==> src/cache_settings.svh <==
`ifndef CACHE_SETTINGS_SVH
`define CACHE_SETTINGS_SVH

// cache geometry
`define CACHE_WAYS 4
`define CACHE_SETS 8
`define CACHE_LINE_WORDS 4
`define CACHE_WORD_BITS 32
`define CACHE_ADDR_BITS 32

// top value of an lru age counter
`define CACHE_AGE_MAX 3

// byte address fields above the two ignored low bits
`define CACHE_WORD_LSB 2
`define CACHE_SET_LSB 4
`define CACHE_TAG_LSB 7

`endif

==> src/cache_pkg.sv <==
`include "cache_settings.svh"

package cache_pkg;

	typedef logic [`CACHE_WORD_BITS-1:0] word_t;

	typedef word_t [`CACHE_LINE_WORDS-1:0] line_t; // word 0 in the low bits

	typedef logic [`CACHE_ADDR_BITS-`CACHE_TAG_LSB-1:0] tag_t;

	typedef logic [$clog2(`CACHE_SETS)-1:0] setIdx_t;

	typedef logic [$clog2(`CACHE_LINE_WORDS)-1:0] wordSel_t;

	typedef logic [$clog2(`CACHE_WAYS)-1:0] way_t;

	typedef logic [`CACHE_WAYS-1:0] wayMask_t;

	typedef logic [$clog2(`CACHE_AGE_MAX+1)-1:0] age_t;

	typedef struct packed
	{
		logic valid;
		tag_t tag;
	} tagEntry_t;

endpackage

==> src/lruAges.sv <==
`timescale 1ns/1ps
`include "cache_settings.svh"

module lruAges import cache_pkg::*;
(
	input logic clk,
	input logic reset,
	input setIdx_t setIdx,
	input logic touch,
	input way_t touchWay,
	output way_t victimWay
);
	age_t ages [`CACHE_SETS][`CACHE_WAYS];
	age_t touchedAge;

	assign touchedAge = ages[setIdx][touchWay]; // age before this access

	always_ff @(posedge clk)
	begin
		if (reset)
		begin
			for (int s = 0; s < `CACHE_SETS; s++)
			begin
				for (int w = 0; w < `CACHE_WAYS; w++)
					ages[s][w] <= '0;
			end
		end
		else if (touch)
		begin
			for (int w = 0; w < `CACHE_WAYS; w++)
			begin
				if (way_t'(w) == touchWay)
					ages[setIdx][w] <= age_t'(`CACHE_AGE_MAX); // most recent
				else if (ages[setIdx][w] > touchedAge)
					ages[setIdx][w] <= ages[setIdx][w] - 1'b1; // newer ways age down
			end
		end
	end

	// Ages in a set stay distinct once they are nonzero, so after the set
	// has filled exactly one way sits at zero and that way is the LRU one.
	always_comb
	begin
		victimWay = '0;
		for (int w = `CACHE_WAYS-1; w >= 0; w--)
		begin
			if (ages[setIdx][w] == '0)
				victimWay = way_t'(w); // lowest number wins
		end
	end

endmodule

==> config.mk <==
export PLATFORM = sky130hd
export DESIGN_NAME = lruAges
export DESIGN_NICKNAME = d
export VERILOG_FILES = /design/src/cache_pkg.sv /design/src/lruAges.sv
export VERILOG_INCLUDE_DIRS = /design/src
export SDC_FILE = /design/constraint.sdc
export NUM_CORES = 1
export LEC_CHECK = 0
export ABC_AREA = 0
export BUFFER_PORTS_ARGS = -buffer_cell sky130_fd_sc_hd__buf_2
export CORE_MARGIN = 5
export CORE_UTILIZATION = 62
export CTS_CLUSTER_DIAMETER = 120
export DETAILED_ROUTE_END_ITERATION = 8
export PLACE_DENSITY = 0.79
export SLEW_MARGIN = 0
export SYNTH_ARGS = -nofsm -noshare
export SYNTH_HDL_FRONTEND = slang
export SYNTH_SLANG_ARGS = --single-unit
==> constraint.sdc <==
create_clock -name clk -period 3.8 [get_ports clk]
set_clock_uncertainty 0.1 [all_clocks]
set_input_delay 0.19 -clock clk [delete_from_list [all_inputs] [get_ports clk]]
set_output_delay 0.19 -clock clk [all_outputs]
set_load 0.02 [all_outputs]
==> qor.txt <==
Crit path launch - ages[6][7]
Endpoint of the worst hold path - ages[5][7]
Die width - 86.83 um
Most used DFF post-synth - edfxtp_1
Initial Utilization - 62.93%
Worst hold stages - 2
DR vias/cell - 6.585
Crit path max fanout - 8
Post-synth EDFFs - 64
Slew headroom - 40.07%
Biggest register - ages
GP Congestion - 0.9340
Ys async rst share - 0%
Ys Warns - 0
Syn Inst Count - 316
Most area-hungry cell type in the Yosys netlist - edfxtp_1
Drt total wl - 8.676 mm
Min-Delay Path Class - in2reg
Fin nets - 344
Synth top area share - 52.51%
Post-Place Cells - 388
Peak VDD IR - 0.2941 mV
Remaining antenna violation count - 0
Placed cell area - 3759 um2
Clk slew on worst S/H paths - 0.06 ns
Crit end category - register
Startpoint Class - register
Io pins - 10
Max reg flops - 64
First drt pass iteration count - 5
Tot GR Track Use - 24.88%
Setup Crit Path Kind - reg2reg
Site Rows - 28
N_diodes - 0
Status - finished clean
Clock root buffer - clkbuf_8
Leak - 1.591 nW
Synthesized area per cell - 11.58 um2
Worst Path Required - 3.87 ns
Worst path arrival time - 3.63 ns
First-pass GRT wire length - 13.60 mm
R2R Setup Slk - 0.24 ns
R2r endpoint - ages[7][0]
Max Freq - 280.9 MHz
Max cap viols - 0
PwrDens - 395.6 nW/um2
DRC - 0
Later-pin clock latency in the skew report - 0.33 ns
Hold Fails Final Rpt - 0
Worst Max-Slew Pin Slew - 0.8920 ns
Post-Place Setup Slack - 0.03480 ns
Fin. max-slew vios - 0
Non-Filler Instances - 402
Final hold slack - 0.5306 ns
RSZ-0062 raised after global routing - no
Number of synthesized register bits - 64
Synth top area cells - edfxtp_1 (53%), a21o_1 (6.6%), nor2_1 (5.6%)
Die height - 86.83 um
Worst r2r src - ages[6][7]
Die Area - 7539 um2
Synth Cell Area - 3660 um2
CP Cell Sequence - mux2_4 -> mux4_2 -> or3_1 -> a32oi_1 -> ha_1 -> a22oi_1 -> o211ai_1 -> nand4b_1 -> a21oi_1
Routed length per placed instance - 21.58 um
Worst Hold Launch - reset
Final setup viols - 0
Layout cell share with drive strength beyond 1 - 13.76%
CTS tree - built
Worst path bufs/invs - 0
Syn nets - 336
Slowest CP cell - nand4b_1
Post-synthesis sequential area ratio - 52.51%
CTS Buf Count - 9
HPWL after DPL - 5.882 mm
R2R depth - 9
IO buf count - 9
Total global routing overflow - 0
Initial antenna violation count - 0
Tmin final - 3.560 ns
Iter 0 DRT Violations - 366
Setup TNS - 0 ns
Largest net degree at the start of global routing - 35
Clock net sink count - 64
Area of the core - 5816 um2
H-tree lvl count - 3
Most common cell in the netlist - edfxtp_1
Clock Tree Buf Depth - 2
Final Cell Area - 3921 um2
Hold_buf cts - 0
PnR worst setup slack - 0.2400 ns
Area Growth Syn to Fin - 7.145%
Largest stage delay on the critical path - 0.48 ns
Top cells by count, synth - edfxtp_1 (64), nor2_1 (55), a21o_1 (32)
Worst path top cell family by delay - compound AO/OA/AOI/OAI gates
Tcrit/Tclk final - 93.69%
Largest registers - ages: 64 flops
Cell variety after synth - 42
Vias - 2,647
Vias in the first global route - 2,463
## how the worst max path moves through the flow
stage	slack [ns]	cells after the start	to
after CTS	0.13	9	ages[3][2]
after detailed placement	0.03	11	ages[3][2]
final	0.24	9	ages[7][0]
after global routing	0.07	9	ages[0][0]
after global placement	0.05	11	ages[3][5]
after floorplan	0.49	9	ages[1][4]
## per-layer routing
layer / GRT usage, % / up-vias / share of wire, %
li1: - / 1198 / -
met1: 35.19 / 1272 / 39
met2: 37.54 / 155 / 47
met3: 6.559 / 22 / 12
met4: 8.215 / 0 / 2.4
met5: 0 / - / 0
## what timing repair did
action,in CTS,in global routing
buffers inserted,0,0
gates resized for setup,0,4
endpoints found under the setup margin,0,36
## where the power goes
| part | leakage (nW) | internal (mW) | switching [mW] |
|---|---|---|---|
| combinational | 0.857 | 0.103 | 0.170 |
| sequential | 0.662 | 0.810 | 0.00988 |
| clock | 0.0718 | 0.223 | 0.235 |
## layout make-up
type	instances	area, um2
Fill cell	451	1894
Tap cell	75	93.84
Multi-Input combinational cell	225	1632
Timing Repair Buffer	17	105.1
Clock buffer	11	131.4
Clock inverter	3	11.26
Inverter	7	26.28
Sequential cell	64	1922
## placed cells by master, fill, tap and decap left out, drive strengths merged, types with 3 or more instances in the layout
| cell | n |
|---|---|
| edfxtp | 64 |
| nor2 | 55 |
| a21o | 32 |
| a21oi | 20 |
| buf | 17 |
| mux2i | 16 |
| nand2 | 12 |
| ha | 12 |
| clkbuf | 11 |
| nor2b | 8 |
| mux4 | 8 |
| inv | 7 |
| nand2b | 6 |
| nand3 | 5 |
| mux2 | 5 |
| o211ai | 4 |
| and3 | 4 |
| or3 | 4 |
| nor3 | 4 |
| o21ai | 4 |
| and2 | 3 |
| o21a | 3 |
| clkinv | 3 |
## logic make-up after synthesis
group / synth area share, %
buffers and inverters: 3.453
flip-flops: 52.51
adder cells (fa/ha/maj): 4.102
AO/OA/AOI/OAI: 14.53
AND/OR/NAND/NOR: 13.68
multiplexers: 11.73
## through the flow
| stage | util, % | power, mW |
|---|---|---|
| 6_report | 67.43 | 1.551 |
| 5_1_grt | 67.43 | 1.615 |
| 4_1_cts | 67.08 | 1.541 |
| 3_5_place_dp | 64.63 | 1.098 |
| 3_3_place_gp | 64.63 | 1.092 |
| 2_1_floorplan | - | 1.028 |
## worst register-to-register path: cells and delay by family, from the launching register on
family                     cells  cell delay [ns]
DFF                            1             0.39
and+or+nand+nor                2             0.86
adders and majority gates      1             0.33
AOI/OAI and AO/OA              4             0.98
muxes                          2             0.74
Note: power is estimated with default switching activity, not from simulation.
