==> src/cache_settings.svh <==
`ifndef CACHE_SETTINGS_SVH
`define CACHE_SETTINGS_SVH

// cache geometry
`define CACHE_WAYS 4
`define CACHE_SETS 8
`define CACHE_LINE_WORDS 4
`define CACHE_WORD_BITS 32
`define CACHE_ADDR_BITS 32

// top value of an lru age counter
`define CACHE_AGE_MAX 3

// byte address fields above the two ignored low bits
`define CACHE_WORD_LSB 2
`define CACHE_SET_LSB 4
`define CACHE_TAG_LSB 7

`endif

==> src/cache_pkg.sv <==
`include "cache_settings.svh"

package cache_pkg;

	typedef logic [`CACHE_WORD_BITS-1:0] word_t;

	typedef word_t [`CACHE_LINE_WORDS-1:0] line_t; // word 0 in the low bits

	typedef logic [`CACHE_ADDR_BITS-`CACHE_TAG_LSB-1:0] tag_t;

	typedef logic [$clog2(`CACHE_SETS)-1:0] setIdx_t;

	typedef logic [$clog2(`CACHE_LINE_WORDS)-1:0] wordSel_t;

	typedef logic [$clog2(`CACHE_WAYS)-1:0] way_t;

	typedef logic [`CACHE_WAYS-1:0] wayMask_t;

	typedef logic [$clog2(`CACHE_AGE_MAX+1)-1:0] age_t;

	typedef struct packed
	{
		logic valid;
		tag_t tag;
	} tagEntry_t;

endpackage

==> src/tagMatch.sv <==
`timescale 1ns/1ps
`include "cache_settings.svh"

module tagMatch import cache_pkg::*;
(
	input tag_t reqTag,
	input tagEntry_t ways [`CACHE_WAYS],
	output logic hit,
	output way_t hitWay
);
	wayMask_t match;

	always_comb
	begin
		hitWay = '0;
		for (int w = `CACHE_WAYS-1; w >= 0; w--)
		begin
			match[w] = ways[w].valid && (ways[w].tag == reqTag);
			if (match[w])
				hitWay = way_t'(w); // at most one way matches
		end
	end

	assign hit = |match;

endmodule

==> config.mk <==
export PLATFORM = sky130hd
export DESIGN_NAME = tagMatch
export DESIGN_NICKNAME = d
export VERILOG_FILES = /design/src/cache_pkg.sv /design/src/tagMatch.sv
export VERILOG_INCLUDE_DIRS = /design/src
export SDC_FILE = /design/constraint.sdc
export NUM_CORES = 1
export LEC_CHECK = 0
export BUFFER_PORTS_ARGS = -buffer_cell sky130_fd_sc_hd__buf_2
export CAP_MARGIN = 10
export CORE_MARGIN = 8
export CORE_UTILIZATION = 36
export DETAILED_ROUTE_END_ITERATION = 16
export GPL_TIMING_DRIVEN = 0
export PLACE_DENSITY = 0.85
export SLEW_MARGIN = 20
export SYNTH_ARGS = -nofsm -noshare
export SYNTH_HDL_FRONTEND = slang
export SYNTH_SLANG_ARGS = --single-unit
==> constraint.sdc <==
create_clock -name vclk -period 2.1
set_input_delay 0.315 -clock vclk [all_inputs]
set_output_delay 0.315 -clock vclk [all_outputs]
set_load 0.02 [all_outputs]
==> flow_summary.json, run 1 <==
{
  "hold_path_class": "input pin to primary output",
  "antenna_left": 0,
  "yosys_warnings": 0,
  "ys_seq_area_share_pct": 0,
  "yosys.area.top_type_share_pct": 48.2,
  "fin_ws_ns": -0.0601,
  "synth-simple-area-share_pct": 19.6,
  "portBuffers": 129,
  "area_delta_synth_final_pct": 90.8,
  "grt_pass1_vias": 1891,
  "design.seq.count": 0,
  "slew_violations": 0,
  "post_route_cells_drive_above_1_share_pct": 59.9,
  "gr-total-overflow": 0,
  "crit_path_end_kind": "primary output",
  "initialDrtViolationCount": 29,
  "total_power_mw": 0.453,
  "netlist_area_sq_um": 1200,
  "fin_util_pct": 70.3,
  "synth_xor_area_share_pct": 75.2,
  "synthMuxAreaShare_pct": 0,
  "hold_violations": 0,
  "power_density_nw_per_um2": 198,
  "yosysTopAreaCell": "xnor2_1",
  "rows": 21,
  "nClkBuffers": 0,
  "via_per_inst": 4.94,
  "dp_hpwl_mm": 4.88,
  "synth_top_family_by_area": "XOR/XNOR gates",
  "drc": 0,
  "period_needed_ns": 2.16,
  "tightest_slew_ns": 0.407,
  "synth_commonest_cells": "xnor2_1, xor2_1, nand4_1",
  "tns_ns": -0.0601,
  "rsz0062_at_grt": "true",
  "leakage_nw": 0.990,
  "synth_compound_area_share_pct": 2.40,
  "synthAdderAreaFrac_pct": 0,
  "io_pins": 132,
  "violations": "negative setup slack",
  "synthDistinctLibCells": 17,
  "synth_fp_nets": 275,
  "ir_drop_uv": 103,
  "period_share_pct": 103,
  "num-fill-cells": 303,
  "critPathKind": "input pin to primary output",
  "track_usage_pct": 19.5,
  "avgSynthCellArea_sq_um": 8.22,
  "cts_hold_buf": 0,
  "max_slew_margin_pct": 72.7,
  "dieArea_sq_um": 5440,
  "fp.dieW_um": 73.7,
  "die_h_um": 73.7,
  "path_max_fanout": 4,
  "clock.fmax_ghz": 0.463,
  "required_ns": 1.78,
  "maxCapViolations": 0,
  "nets": 408,
  "synth_cells": 146,
  "dr.pass1.iters": 4,
  "n_antenna_cell": 0,
  "finalSetupViolations": 1,
  "status": "complete, but fails checks",
  "synth_most_common_cell": "xnor2_1",
  "routedWlPerCell_um": 17.6,
  "grt_max_degree": 5,
  "cp-start-kind": "input pin",
  "antenna_found_initial": 0,
  "grt_pass1_wl_mm": 8.30,
  "core_sq_um": 3260,
  "regArea_sq_um": 0,
  "routed_wl_mm": 5.68,
  "via_count": 1596,
  "initial_core_util_pct": 36.8,
  "gp_congestion": 0.774,
  "synth_top_cells_by_area": "xnor2_1, xor2_1, nand4_1",
  "cp_data_arrival_time_ns": 1.85
}
==> repair_timing <==
| action | 4_1_cts | 5_1_grt |
|---|---|---|
| pin swaps | 18 | 14 |
| setup buffers | 2 | 0 |
| setup endpoints to repair | 3 | 3 |
| gates cloned | 0 | 0 |
| gates resized for setup | 36 | 37 |
==> power breakdown <==
part	switching [mW]	internal, mW	total [mW]	leakage (nW)
Combinational	0.196	0.257	0.453	0.990
Clock	0	0	0	0
Sequential	0	0	0	0
==> cells by family after synthesis <==
group                  Yosys count
AO/OA/AOI/OAI                    3
XOR/XNOR                       100
buffers and inverters            3
AND/OR/NAND/NOR                 40
==> path summary, 6_finish.rpt <==
| check | from | end | slack, ns | cells past startpoint |
|---|---|---|---|---|
| worst max-delay path | reqTag[9] | hitWay[1] | -0.06 | 7 |
| worst min-delay path | ways[25] | hitWay[0] | 1.11 | 6 |
==> area by class of cell <==
cell class         count  area [sq um]  share of cell area, %
multi-input cells    143          1410                   61.4
repair buffers       131           792                   34.6
well taps             46          57.6                   2.51
plain buffers          3          33.8                   1.48
==> through the flow <==
| stage | setup WS (ns) | area (sq um) | instances | hold slack, ns |
|---|---|---|---|---|
| finish | -0.0601 | 2290 | 323 | 1.11 |
| global route | -0.111 | 2290 | 323 | 1.14 |
| CTS | -0.108 | 2110 | 323 | 1.11 |
| detailed placement | -0.398 | 1910 | 321 | 1.11 |
| global placement | -0.410 | 1910 | 321 | 1.13 |
| floorplan | 0.0323 | 1210 | 146 | 0.919 |
==> worst max-delay path, stage by stage <==
cell      delay (ns)
buf_4           0.15
xnor2_2         0.12
nand2_1         0.08
or4_4           0.54
or2_4           0.26
a221oi_4        0.23
buf_6           0.15
==> cells in the final DEF, fill, tap and decap left out, drive strengths merged <==
cell and instances:
buf 134, xnor2 68, xor2 32, nand4 16, nor4 11, nand2 4
nand3 4, nor3 1, or4 1, nor2 1, o2111ai 1, a21oi 1
or2 1, nand4b 1, a221oi 1
==> per-layer routing <==
| layer | share of wire (%) | up-vias | GRT usage, % |
|---|---|---|---|
| li1 | - | 765 | - |
| met1 | 33 | 738 | 18.5 |
| met2 | 56 | 81 | 39.7 |
| met3 | 8.8 | 12 | 5.32 |
| met4 | 2.2 | 0 | 3.55 |
| met5 | 0 | - | 0 |
Note: power is estimated with default switching activity, not from simulation.
==> inputs of run 2 (changes only) <==
ABC_CLOCK_PERIOD_IN_PS = 1900   (was default)
CORE_UTILIZATION = 33   (was 36)
PLACE_DENSITY = 0.82   (was 0.85)
clock period = 1.9 ns   (was 2.1 ns; I/O delays follow)
==> run 2 against run 1 <==
  * The flow still finishes with violations (negative setup slack)
  * Critical path type unchanged
  * Via count decreased by 4.9%
  * Hold slack improved by 0.017 ns
  * Global-route usage decreased by 2.3 points
  * Critical endpoint unchanged
  * Final cell count increased by 0.62%
  * Core utilization decreased by 9.8 points
  * Highest routed layer unchanged
  * Wire length decreased by 5.5%
==> flow_summary.json, run 2 (synthesized netlist as in run 1, its figures left out) <==
{
  "layout.cells.non_filler": 325,
  "initialDrtViolationCount": 27,
  "routedWlPerCell_um": 16.5,
  "rsz0062_at_grt": "true",
  "initial_core_util_pct": 33.5,
  "leakage_nw": 0.973,
  "die_h_um": 76.3,
  "multi_input_area_sq_um": 1320,
  "num-fill-cells": 357,
  "slowest_stage": "or4_4",
  "hold_depth": 6,
  "min-delay-start": "ways[77]",
  "total_power_mw": 0.465,
  "tns_ns": -0.364,
  "routed_wl_mm": 5.37,
  "crit_path_end_kind": "primary output",
  "maxCapViolations": 0,
  "ir_drop_uv": 110,
  "grt_pass1_vias": 1742,
  "dp_hpwl_mm": 4.81,
  "max_slew_margin_pct": 78.7,
  "status": "complete, but fails checks",
  "track_usage_pct": 17.1,
  "via_per_inst": 4.67,
  "path_max_fanout": 4,
  "slew_violations": 0,
  "critPathKind": "input pin to primary output",
  "whs_ns": 1.13,
  "drc": 0,
  "cp_top_family": "simple AND/OR/NAND/NOR gates",
  "hold_path_class": "input pin to primary output",
  "grt_pass1_wl_mm": 8.31,
  "via_count": 1517,
  "finalSetupViolations": 3,
  "cts_hold_buf": 0,
  "dpl_cell_area_sq_um": 1930,
  "core_sq_um": 3580,
  "place_ws_ns": -0.543,
  "rows": 22,
  "gp_congestion": 0.766,
  "tightest_slew_ns": 0.317,
  "fp.dieW_um": 76.3,
  "post_route_cells_drive_above_1_share_pct": 55.6,
  "antenna_found_initial": 0,
  "dr.pass1.iters": 3,
  "fin_util_pct": 60.5,
  "io_pins": 132,
  "nets": 408,
  "n_antenna_cell": 0,
  "violations": "negative setup slack",
  "path_cells": "buf_12, xnor2_2, nand4_1, or4_4, or2_4, a221oi_4, buf_6",
  "period_share_pct": 112,
  "regArea_sq_um": 0,
  "cp_data_arrival_time_ns": 1.84,
  "final_common_cell": "buf_2",
  "placedCellCount": 323,
  "power_density_nw_per_um2": 215,
  "area_delta_synth_final_pct": 80.5,
  "grt_max_degree": 5,
  "required_ns": 1.62,
  "antenna_left": 0,
  "cp-start-kind": "input pin",
  "portBuffers": 129,
  "final_area_sq_um": 2170,
  "dieArea_sq_um": 5820,
  "cp.buffers_inverters": 2,
  "layout_common_cells": "buf_2, xnor2_1, xor2_1",
  "clock.fmax_ghz": 0.470,
  "period_needed_ns": 2.13,
  "slowest_delay_ns": 0.54,
  "hold_path_end": "hitWay[0]",
  "gr-total-overflow": 0,
  "hold_violations": 0,
  "design.seq.count": 0,
  "fin_ws_ns": -0.229,
  "nClkBuffers": 0
}
[run 2: what timing repair did]
item,in CTS,in global routing
buffers inserted,1,1
endpoints found under the hold margin,0,0
endpoints found under the setup margin,3,3
pin swaps,21,7
gates resized for setup,34,11
[run 2: worst max path at each step]
stage / from / to / cells after the start
finish: reqTag[0] / hitWay[1] / 7
global route: reqTag[12] / hitWay[1] / 7
CTS: ways[39] / hitWay[1] / 7
detailed placement: reqTag[5] / hit / 7
global placement: reqTag[5] / hit / 7
floorplan: reqTag[24] / hitWay[1] / 6
[run 2: report_power, final]
part	total (mW)	internal [mW]	leakage (nW)	switching [mW]
Clock	0	0	0	0
Combinational	0.465	0.265	0.973	0.200
Sequential	0	0	0	0
[run 2: area by class of cell]
| class | instances | area share (%) |
|---|---|---|
| well taps | 48 | 2.77 |
| repair buffers | 131 | 34.4 |
| multi-input cells | 143 | 61.1 |
| plain buffers | 3 | 1.73 |
[run 2: metal layers]
metal,wire length (um),vias to the layer above,global-route usage (%)
li1,-,771,-
met1,2080,669,18.3
met2,2840,75,32.8
met3,422,2,5.19
met4,27,0,1.54
met5,0,-,0
