--- src/cache_settings.svh ---
`ifndef CACHE_SETTINGS_SVH
`define CACHE_SETTINGS_SVH

// cache geometry
`define CACHE_WAYS 4
`define CACHE_SETS 8
`define CACHE_LINE_WORDS 4
`define CACHE_WORD_BITS 32
`define CACHE_ADDR_BITS 32

// top value of an lru age counter
`define CACHE_AGE_MAX 3

// byte address fields above the two ignored low bits
`define CACHE_WORD_LSB 2
`define CACHE_SET_LSB 4
`define CACHE_TAG_LSB 7

`endif

--- src/cache_pkg.sv ---
`include "cache_settings.svh"

package cache_pkg;

	typedef logic [`CACHE_WORD_BITS-1:0] word_t;

	typedef word_t [`CACHE_LINE_WORDS-1:0] line_t; // word 0 in the low bits

	typedef logic [`CACHE_ADDR_BITS-`CACHE_TAG_LSB-1:0] tag_t;

	typedef logic [$clog2(`CACHE_SETS)-1:0] setIdx_t;

	typedef logic [$clog2(`CACHE_LINE_WORDS)-1:0] wordSel_t;

	typedef logic [$clog2(`CACHE_WAYS)-1:0] way_t;

	typedef logic [`CACHE_WAYS-1:0] wayMask_t;

	typedef logic [$clog2(`CACHE_AGE_MAX+1)-1:0] age_t;

	typedef struct packed
	{
		logic valid;
		tag_t tag;
	} tagEntry_t;

endpackage

--- src/cacheController.sv ---
`timescale 1ns/1ps
`include "cache_settings.svh"

module cacheController import cache_pkg::*;
(
	input logic clk,
	input logic reset,
	input logic [`CACHE_ADDR_BITS-1:0] sAwaddr,
	input logic sAwvalid,
	output logic sAwready,
	input word_t sWdata,
	input logic [`CACHE_WORD_BITS/8-1:0] sWstrb,
	input logic sWvalid,
	output logic sWready,
	output logic [1:0] sBresp,
	output logic sBvalid,
	input logic sBready,
	input logic [`CACHE_ADDR_BITS-1:0] sAraddr,
	input logic sArvalid,
	output logic sArready,
	output word_t sRdata,
	output logic [1:0] sRresp,
	output logic sRvalid,
	input logic sRready,
	output logic [`CACHE_ADDR_BITS-1:0] mAwaddr,
	output logic mAwvalid,
	input logic mAwready,
	output word_t mWdata,
	output logic [`CACHE_WORD_BITS/8-1:0] mWstrb,
	output logic mWvalid,
	input logic mWready,
	input logic mBvalid,
	output logic mBready,
	output logic [`CACHE_ADDR_BITS-1:0] mAraddr,
	output logic mArvalid,
	input logic mArready,
	input word_t mRdata,
	input logic mRvalid,
	output logic mRready,
	output setIdx_t setIdx,
	output wayMask_t tagWrMask,
	output tagEntry_t tagWrData,
	output wayMask_t lineWrMask,
	output line_t lineWrData,
	input line_t lineWays [`CACHE_WAYS],
	input logic hit,
	input way_t hitWay,
	input way_t victimWay,
	output tag_t reqTag,
	output logic touch,
	output way_t touchWay
);
	typedef enum logic [2:0]
	{
		stIdle,
		stLookup,
		stRefillAddr,
		stRefillData,
		stRespond,
		stWriteMem,
		stWriteResp
	} state_t;

	state_t state;
	state_t stateNext;
	logic idleReady; // high only while idle and out of reset
	logic [`CACHE_ADDR_BITS-1:0] addrQ;
	word_t wdataQ;
	logic [`CACHE_WORD_BITS/8-1:0] wstrbQ;
	word_t rdataQ;
	line_t lineBuf;
	line_t fillLine;
	line_t hitLine;
	wordSel_t wordSel;
	wordSel_t wordCnt;
	logic awDone;
	logic wDone;
	logic arAccept;
	logic wrAccept;
	logic rdHit;
	logic fillDone;
	logic wrDone;
	logic wrHit;

	assign reqTag = addrQ[`CACHE_ADDR_BITS-1:`CACHE_TAG_LSB];
	assign setIdx = addrQ[`CACHE_TAG_LSB-1:`CACHE_SET_LSB];
	assign wordSel = addrQ[`CACHE_SET_LSB-1:`CACHE_WORD_LSB];

	// reads win, aw and w only transfer together
	assign sArready = idleReady;
	assign sAwready = idleReady && !sArvalid && sWvalid;
	assign sWready = idleReady && !sArvalid && sAwvalid;
	assign arAccept = sArvalid && sArready;
	assign wrAccept = sAwvalid && sAwready;

	assign sRvalid = (state == stRespond);
	assign sRdata = rdataQ;
	assign sRresp = 2'b00; // always okay
	assign sBvalid = (state == stWriteResp);
	assign sBresp = 2'b00;

	assign mArvalid = (state == stRefillAddr);
	assign mAraddr = {reqTag, setIdx, wordCnt, {`CACHE_WORD_LSB{1'b0}}};
	assign mRready = (state == stRefillData);
	assign mAwvalid = (state == stWriteMem) && !awDone;
	assign mAwaddr = addrQ;
	assign mWvalid = (state == stWriteMem) && !wDone;
	assign mWdata = wdataQ;
	assign mWstrb = wstrbQ;
	assign mBready = (state == stWriteMem) && awDone && wDone;

	assign rdHit = (state == stLookup) && hit;
	assign fillDone = mRvalid && mRready && (wordCnt == wordSel_t'(`CACHE_LINE_WORDS-1));
	assign wrDone = mBvalid && mBready;
	assign wrHit = wrDone && hit; // write misses do not allocate

	assign touch = rdHit || fillDone || wrHit;
	assign touchWay = fillDone ? victimWay : hitWay;
	assign tagWrMask = fillDone ? (wayMask_t'(1) << victimWay) : '0;
	assign tagWrData = '{valid: 1'b1, tag: reqTag};
	assign lineWrMask = fillDone ? (wayMask_t'(1) << victimWay) :
		wrHit ? (wayMask_t'(1) << hitWay) : '0;

	always_comb
	begin
		fillLine = lineBuf;
		fillLine[wordCnt] = mRdata; // last beat goes straight in
		hitLine = lineWays[hitWay];
		hitLine[wordSel] = wdataQ;
		lineWrData = fillDone ? fillLine : hitLine;
	end

	always_comb
	begin
		stateNext = state;
		case (state)
			stIdle:
				if (arAccept)
					stateNext = stLookup;
				else if (wrAccept)
					stateNext = stWriteMem;
			stLookup:
				stateNext = hit ? stRespond : stRefillAddr;
			stRefillAddr:
				if (mArready)
					stateNext = stRefillData;
			stRefillData:
				if (fillDone)
					stateNext = stRespond;
				else if (mRvalid)
					stateNext = stRefillAddr; // next word of the line
			stRespond:
				if (sRready)
					stateNext = stIdle;
			stWriteMem:
				if (wrDone)
					stateNext = stWriteResp;
			stWriteResp:
				if (sBready)
					stateNext = stIdle;
			default:
				stateNext = stIdle;
		endcase
	end

	always_ff @(posedge clk)
	begin
		if (reset)
		begin
			state <= stIdle;
			idleReady <= 1'b0;
			wordCnt <= '0;
			awDone <= 1'b0;
			wDone <= 1'b0;
		end
		else
		begin
			state <= stateNext;
			idleReady <= (stateNext == stIdle);
			if (state == stLookup)
				wordCnt <= '0;
			else if (mRvalid && mRready)
				wordCnt <= wordCnt + 1'b1;
			if (wrAccept)
			begin
				awDone <= 1'b0;
				wDone <= 1'b0;
			end
			else
			begin
				if (mAwvalid && mAwready)
					awDone <= 1'b1;
				if (mWvalid && mWready)
					wDone <= 1'b1;
			end
		end
	end

	always_ff @(posedge clk)
	begin
		if (arAccept)
			addrQ <= sAraddr;
		else if (wrAccept)
		begin
			addrQ <= sAwaddr;
			wdataQ <= sWdata;
			wstrbQ <= sWstrb;
		end
		if (mRvalid && mRready)
			lineBuf[wordCnt] <= mRdata;
		if (rdHit)
			rdataQ <= lineWays[hitWay][wordSel];
		else if (fillDone)
			rdataQ <= fillLine[wordSel];
	end

endmodule

--- config.mk ---
export PLATFORM = sky130hd
export DESIGN_NAME = cacheController
export DESIGN_NICKNAME = d
export VERILOG_FILES = /design/src/cache_pkg.sv /design/src/cacheController.sv
export VERILOG_INCLUDE_DIRS = /design/src
export SDC_FILE = /design/constraint.sdc
export NUM_CORES = 1
export LEC_CHECK = 0
export ABC_CLOCK_PERIOD_IN_PS = 8200
export CAP_MARGIN = 15
export CORE_AREA = 2 2 384 386
export CTS_CLUSTER_SIZE = 20
export DETAILED_ROUTE_END_ITERATION = 16
export DIE_AREA = 0 0 386 388
export DONT_BUFFER_PORTS = 1
export PLACE_DENSITY_LB_ADDON = 0.3
export SLEW_MARGIN = 20
export SYNTH_ARGS = -nofsm -noshare
export SYNTH_HDL_FRONTEND = slang
export SYNTH_SLANG_ARGS = --single-unit
--- constraint.sdc ---
create_clock -name clk -period 8.2 [get_ports clk]
set_clock_uncertainty 0.15 [all_clocks]
set_input_delay 0 -clock clk [delete_from_list [all_inputs] [get_ports clk]]
set_output_delay 0 -clock clk [all_outputs]
set_load 0.1 [all_outputs]
==> out/results.txt <==
outcome: finished clean
CP max-delay cell: edfxtp_1
Max FO, Critical Path: 38
CTS root buf: clkbuf_16
largest cells by area after synthesis: edfxtp_1 (39%), mux4_2 (17%), mux2i_1 (6.3%)
number of global-route vias before repair: 16719
asr flop ratio synth: 0
drt first pass iters: 5
CP Cell Sequence: buf_4 > and2_4 > buf_4 > nand2_2 > o22a_1 > dlygate4sd3_1 > and3_1 > dlygate4sd3_1
share of layout cells above drive strength 1: 0.3190
sequential area share after synthesis: 0.3956
xor/xnor cell area share of the yosys netlist: 0
number of fill cells: 15779
via count: 16348
number of max-cap violations: 0
clock buffer depth: 3
WP data required: 8380 ps
CTS tree: yes
Post-layout nets: 2609
share of the synthesized area in the top cell type: 0.3865
setup violators final: 0
initial antenna violation count: 43
largest family of logic cells by synthesized area: multiplexers
CP endpoint kind: register
port bufs: 0
final wirelength: 123200 um
largest net degree at the start of global routing: 133
Fin. Hold Viols: 0
maximum vdd drop: 95.39 uV
DP HPWL: 91580 um
Post-Synthesis Cells: 1659
Congestion Overflow GR: 0
Die W: 386 um
most frequent cell after synthesis: nand2_1
clk_lat worst skew: 590 ps
Die H: 388 um
Starting Density: 0.1220
Resized Gates After CTS: 0
global placement routability congestion: 1.155
FP Rows: 140
routed len/inst: 31.41 um
routing usage on met1: 0.1860
Arr. time, crit path: 5480 ps
Hold WC Path Type: in -> out
final core occ: 0.1825
Max-Slew Margin vs Limit: 0.1896
CTS Sinks: 236
Crit path largest cell delay: 990 ps
ratio of final minimum period to clock period: 0.6464
GR Layer Usage met2: 0.2598
post-synthesis mux area share: 0.2827
clock share of power: 0.276
Antenna Nets Post-Route: 0
fmax: 0.1887 GHz
P&R area growth vs syn: 49.60%
WS Path Type: reg -> reg
Pint: 2975 uW
fin. max-slew vios: 0
total track usage: 0.1564
mean post-synth cell area: 10.68 um^2
Power, Total: 5717 uW
# IOs: 1000
Top Usage Layer GRT: met2
Worst Max-Slew Pin Slew: 1216 ps
worst r2r src: mAwaddr[3]$_DFFE_PP_
Startpoint Class: register
Final min period: 5301 ps
PwrDens: 215.8 nW/um^2
logic gate share of total power: 0.458
Sw Share: 0.4796
global routing usage on met3: 0.05739
synth cell count leaders: nand2_1 (280), edfxtp_1 (228), mux4_2 (133)
count of cell types in the netlist: 50
clock-pin slew on the worst setup and hold paths: 60 ps
fin area: 26500 um^2
core footprint: 145200 um^2
Sequential Power Share: 0.266
H-tree levels: 2
total CTS buffers: 36
area share of fa/ha/maj cells after synthesis: 0.002826
number of flops mapped to enable cells by yosys: 228
Hold Startpoint: victimWay[0]
die area: 149800 um^2
Worst Setup SP: mAwaddr[3]$_DFFE_PP_
DR iter-0 viols: 1359
yosys warns: 0
ys flop type: edfxtp_1
setup TNS: 0 ps
Leakage: 0.009056 uW
RSZ-0062 raised after global routing: false
complex-gate fraction of the synthesized area: 0.09219
Sw Pwr: 2742 uW
first-pass GRT wire length: 157100 um
Post-DP Area: 22360 um^2
Vias/cell: 4.168
Synth Area in Simple Gates: 0.1323
Synth Register Bits: 236
Post-Synthesis Cell Area: 17710 um^2
DR DRC count: 0
Synth area leader: edfxtp_1
per-layer routing:
metal / vias up / share of wire
li1: 6744 / -
met4: 22 / 0.029
met3: 192 / 0.10
met2: 1092 / 0.47
met5: - / 0.0036
met1: 8298 / 0.40
cell type report:
cell class                      instances  area, um^2  share of cell area
Inverter                               88       330.3             0.01247
Multi-Input combinational cell       1112       10340              0.3901
Antenna cell                           33       82.58            0.003117
Timing Repair Buffer                  470        5185              0.1957
Sequential cell                       236        7008              0.2645
Clock buffer                           44       962.2             0.03631
Tap cell                             1917        2399             0.09052
Clock inverter                         22       193.9            0.007319
power by group through the flow:
stage | clock, uW | combinational (uW) | sequential [uW]
after floorplan | 0 | 1680 | 1650
after global placement | 0 | 2440 | 1550
after detailed placement | 0 | 2450 | 1550
after CTS | 1640 | 2630 | 1520
after global routing | 1670 | 2700 | 1520
final | 1580 | 2620 | 1520
metrics by stage:
step           instances  hold WS, ps  setup WS [ps]
6_report            3922        28.42           2899
5_1_grt             3912        15.62           2830
4_1_cts             3888       0.1025           2900
3_5_place_dp        3545       -78.65           3857
3_3_place_gp        3541       -75.82           4035
2_1_floorplan       1664       -51.13           2078
logic make-up after synthesis:
kind of cell,Yosys count
AOI/OAI and AO/OA,260
adders and majority gates,4
buffers and inverters,316
DFF,236
muxes,324
other,2
and+or+nand+nor,517
worst paths after layout:
kind,to,slack [ps],cells past startpoint
setup / recovery,sRdata[20]$_DFFE_PP_,2900,8
setup reg to reg,sRdata[20]$_DFFE_PP_,2900,8
hold / removal,tagWrMask[2],30,1
hold reg to reg,lineBuf[118]$_DFFE_PN_,400,2
repair_timing:
item / in CTS / in global routing
hold buffers: 277 / 0
setup buffers: 0 / 0
endpoints found under the hold margin: 265 / 0
setup endpoints to repair: 0 / 0
placed cells by master, fill, tap and decap left out, drive strengths merged, types with 4 or more instances in the layout:
master	count
mux2i	111
dfxtp	8
mux4	133
conb	7
diode	33
a2bb2oi	11
and3	77
ha	4
mux2	80
o221ai	9
buf	193
a22oi	8
dlygate4sd3	275
o22ai	40
clkbuf	46
or3	6
edfxtp	228
nor3	15
a21oi	93
nor2	85
clkinv	14
a31oi	57
clkinvlp	4
nand3	11
and2	6
nor2b	4
nand2b	4
nand2	280
o21ai	4
a211oi	20
inv	90
o311ai	4
nor3b	17
state kept, by name, summed over array words and instances (netlist names):
signal / cells
sRdata: 32
wDone: 1
state: 3
wordCnt: 2
mWdata: 32
mAwaddr: 32
lineBuf: 128
awDone: 1
mWstrb: 4
sArready: 1
critical path, delay by kind of cell (launching register included):
family / cells / cell delay [ps]
AOI/OAI and AO/OA: 1 / 360
buffers and inverters: 4 / 2210
DFF: 1 / 990
and+or+nand+nor: 3 / 1170
Note: power is estimated with default switching activity, not from simulation.
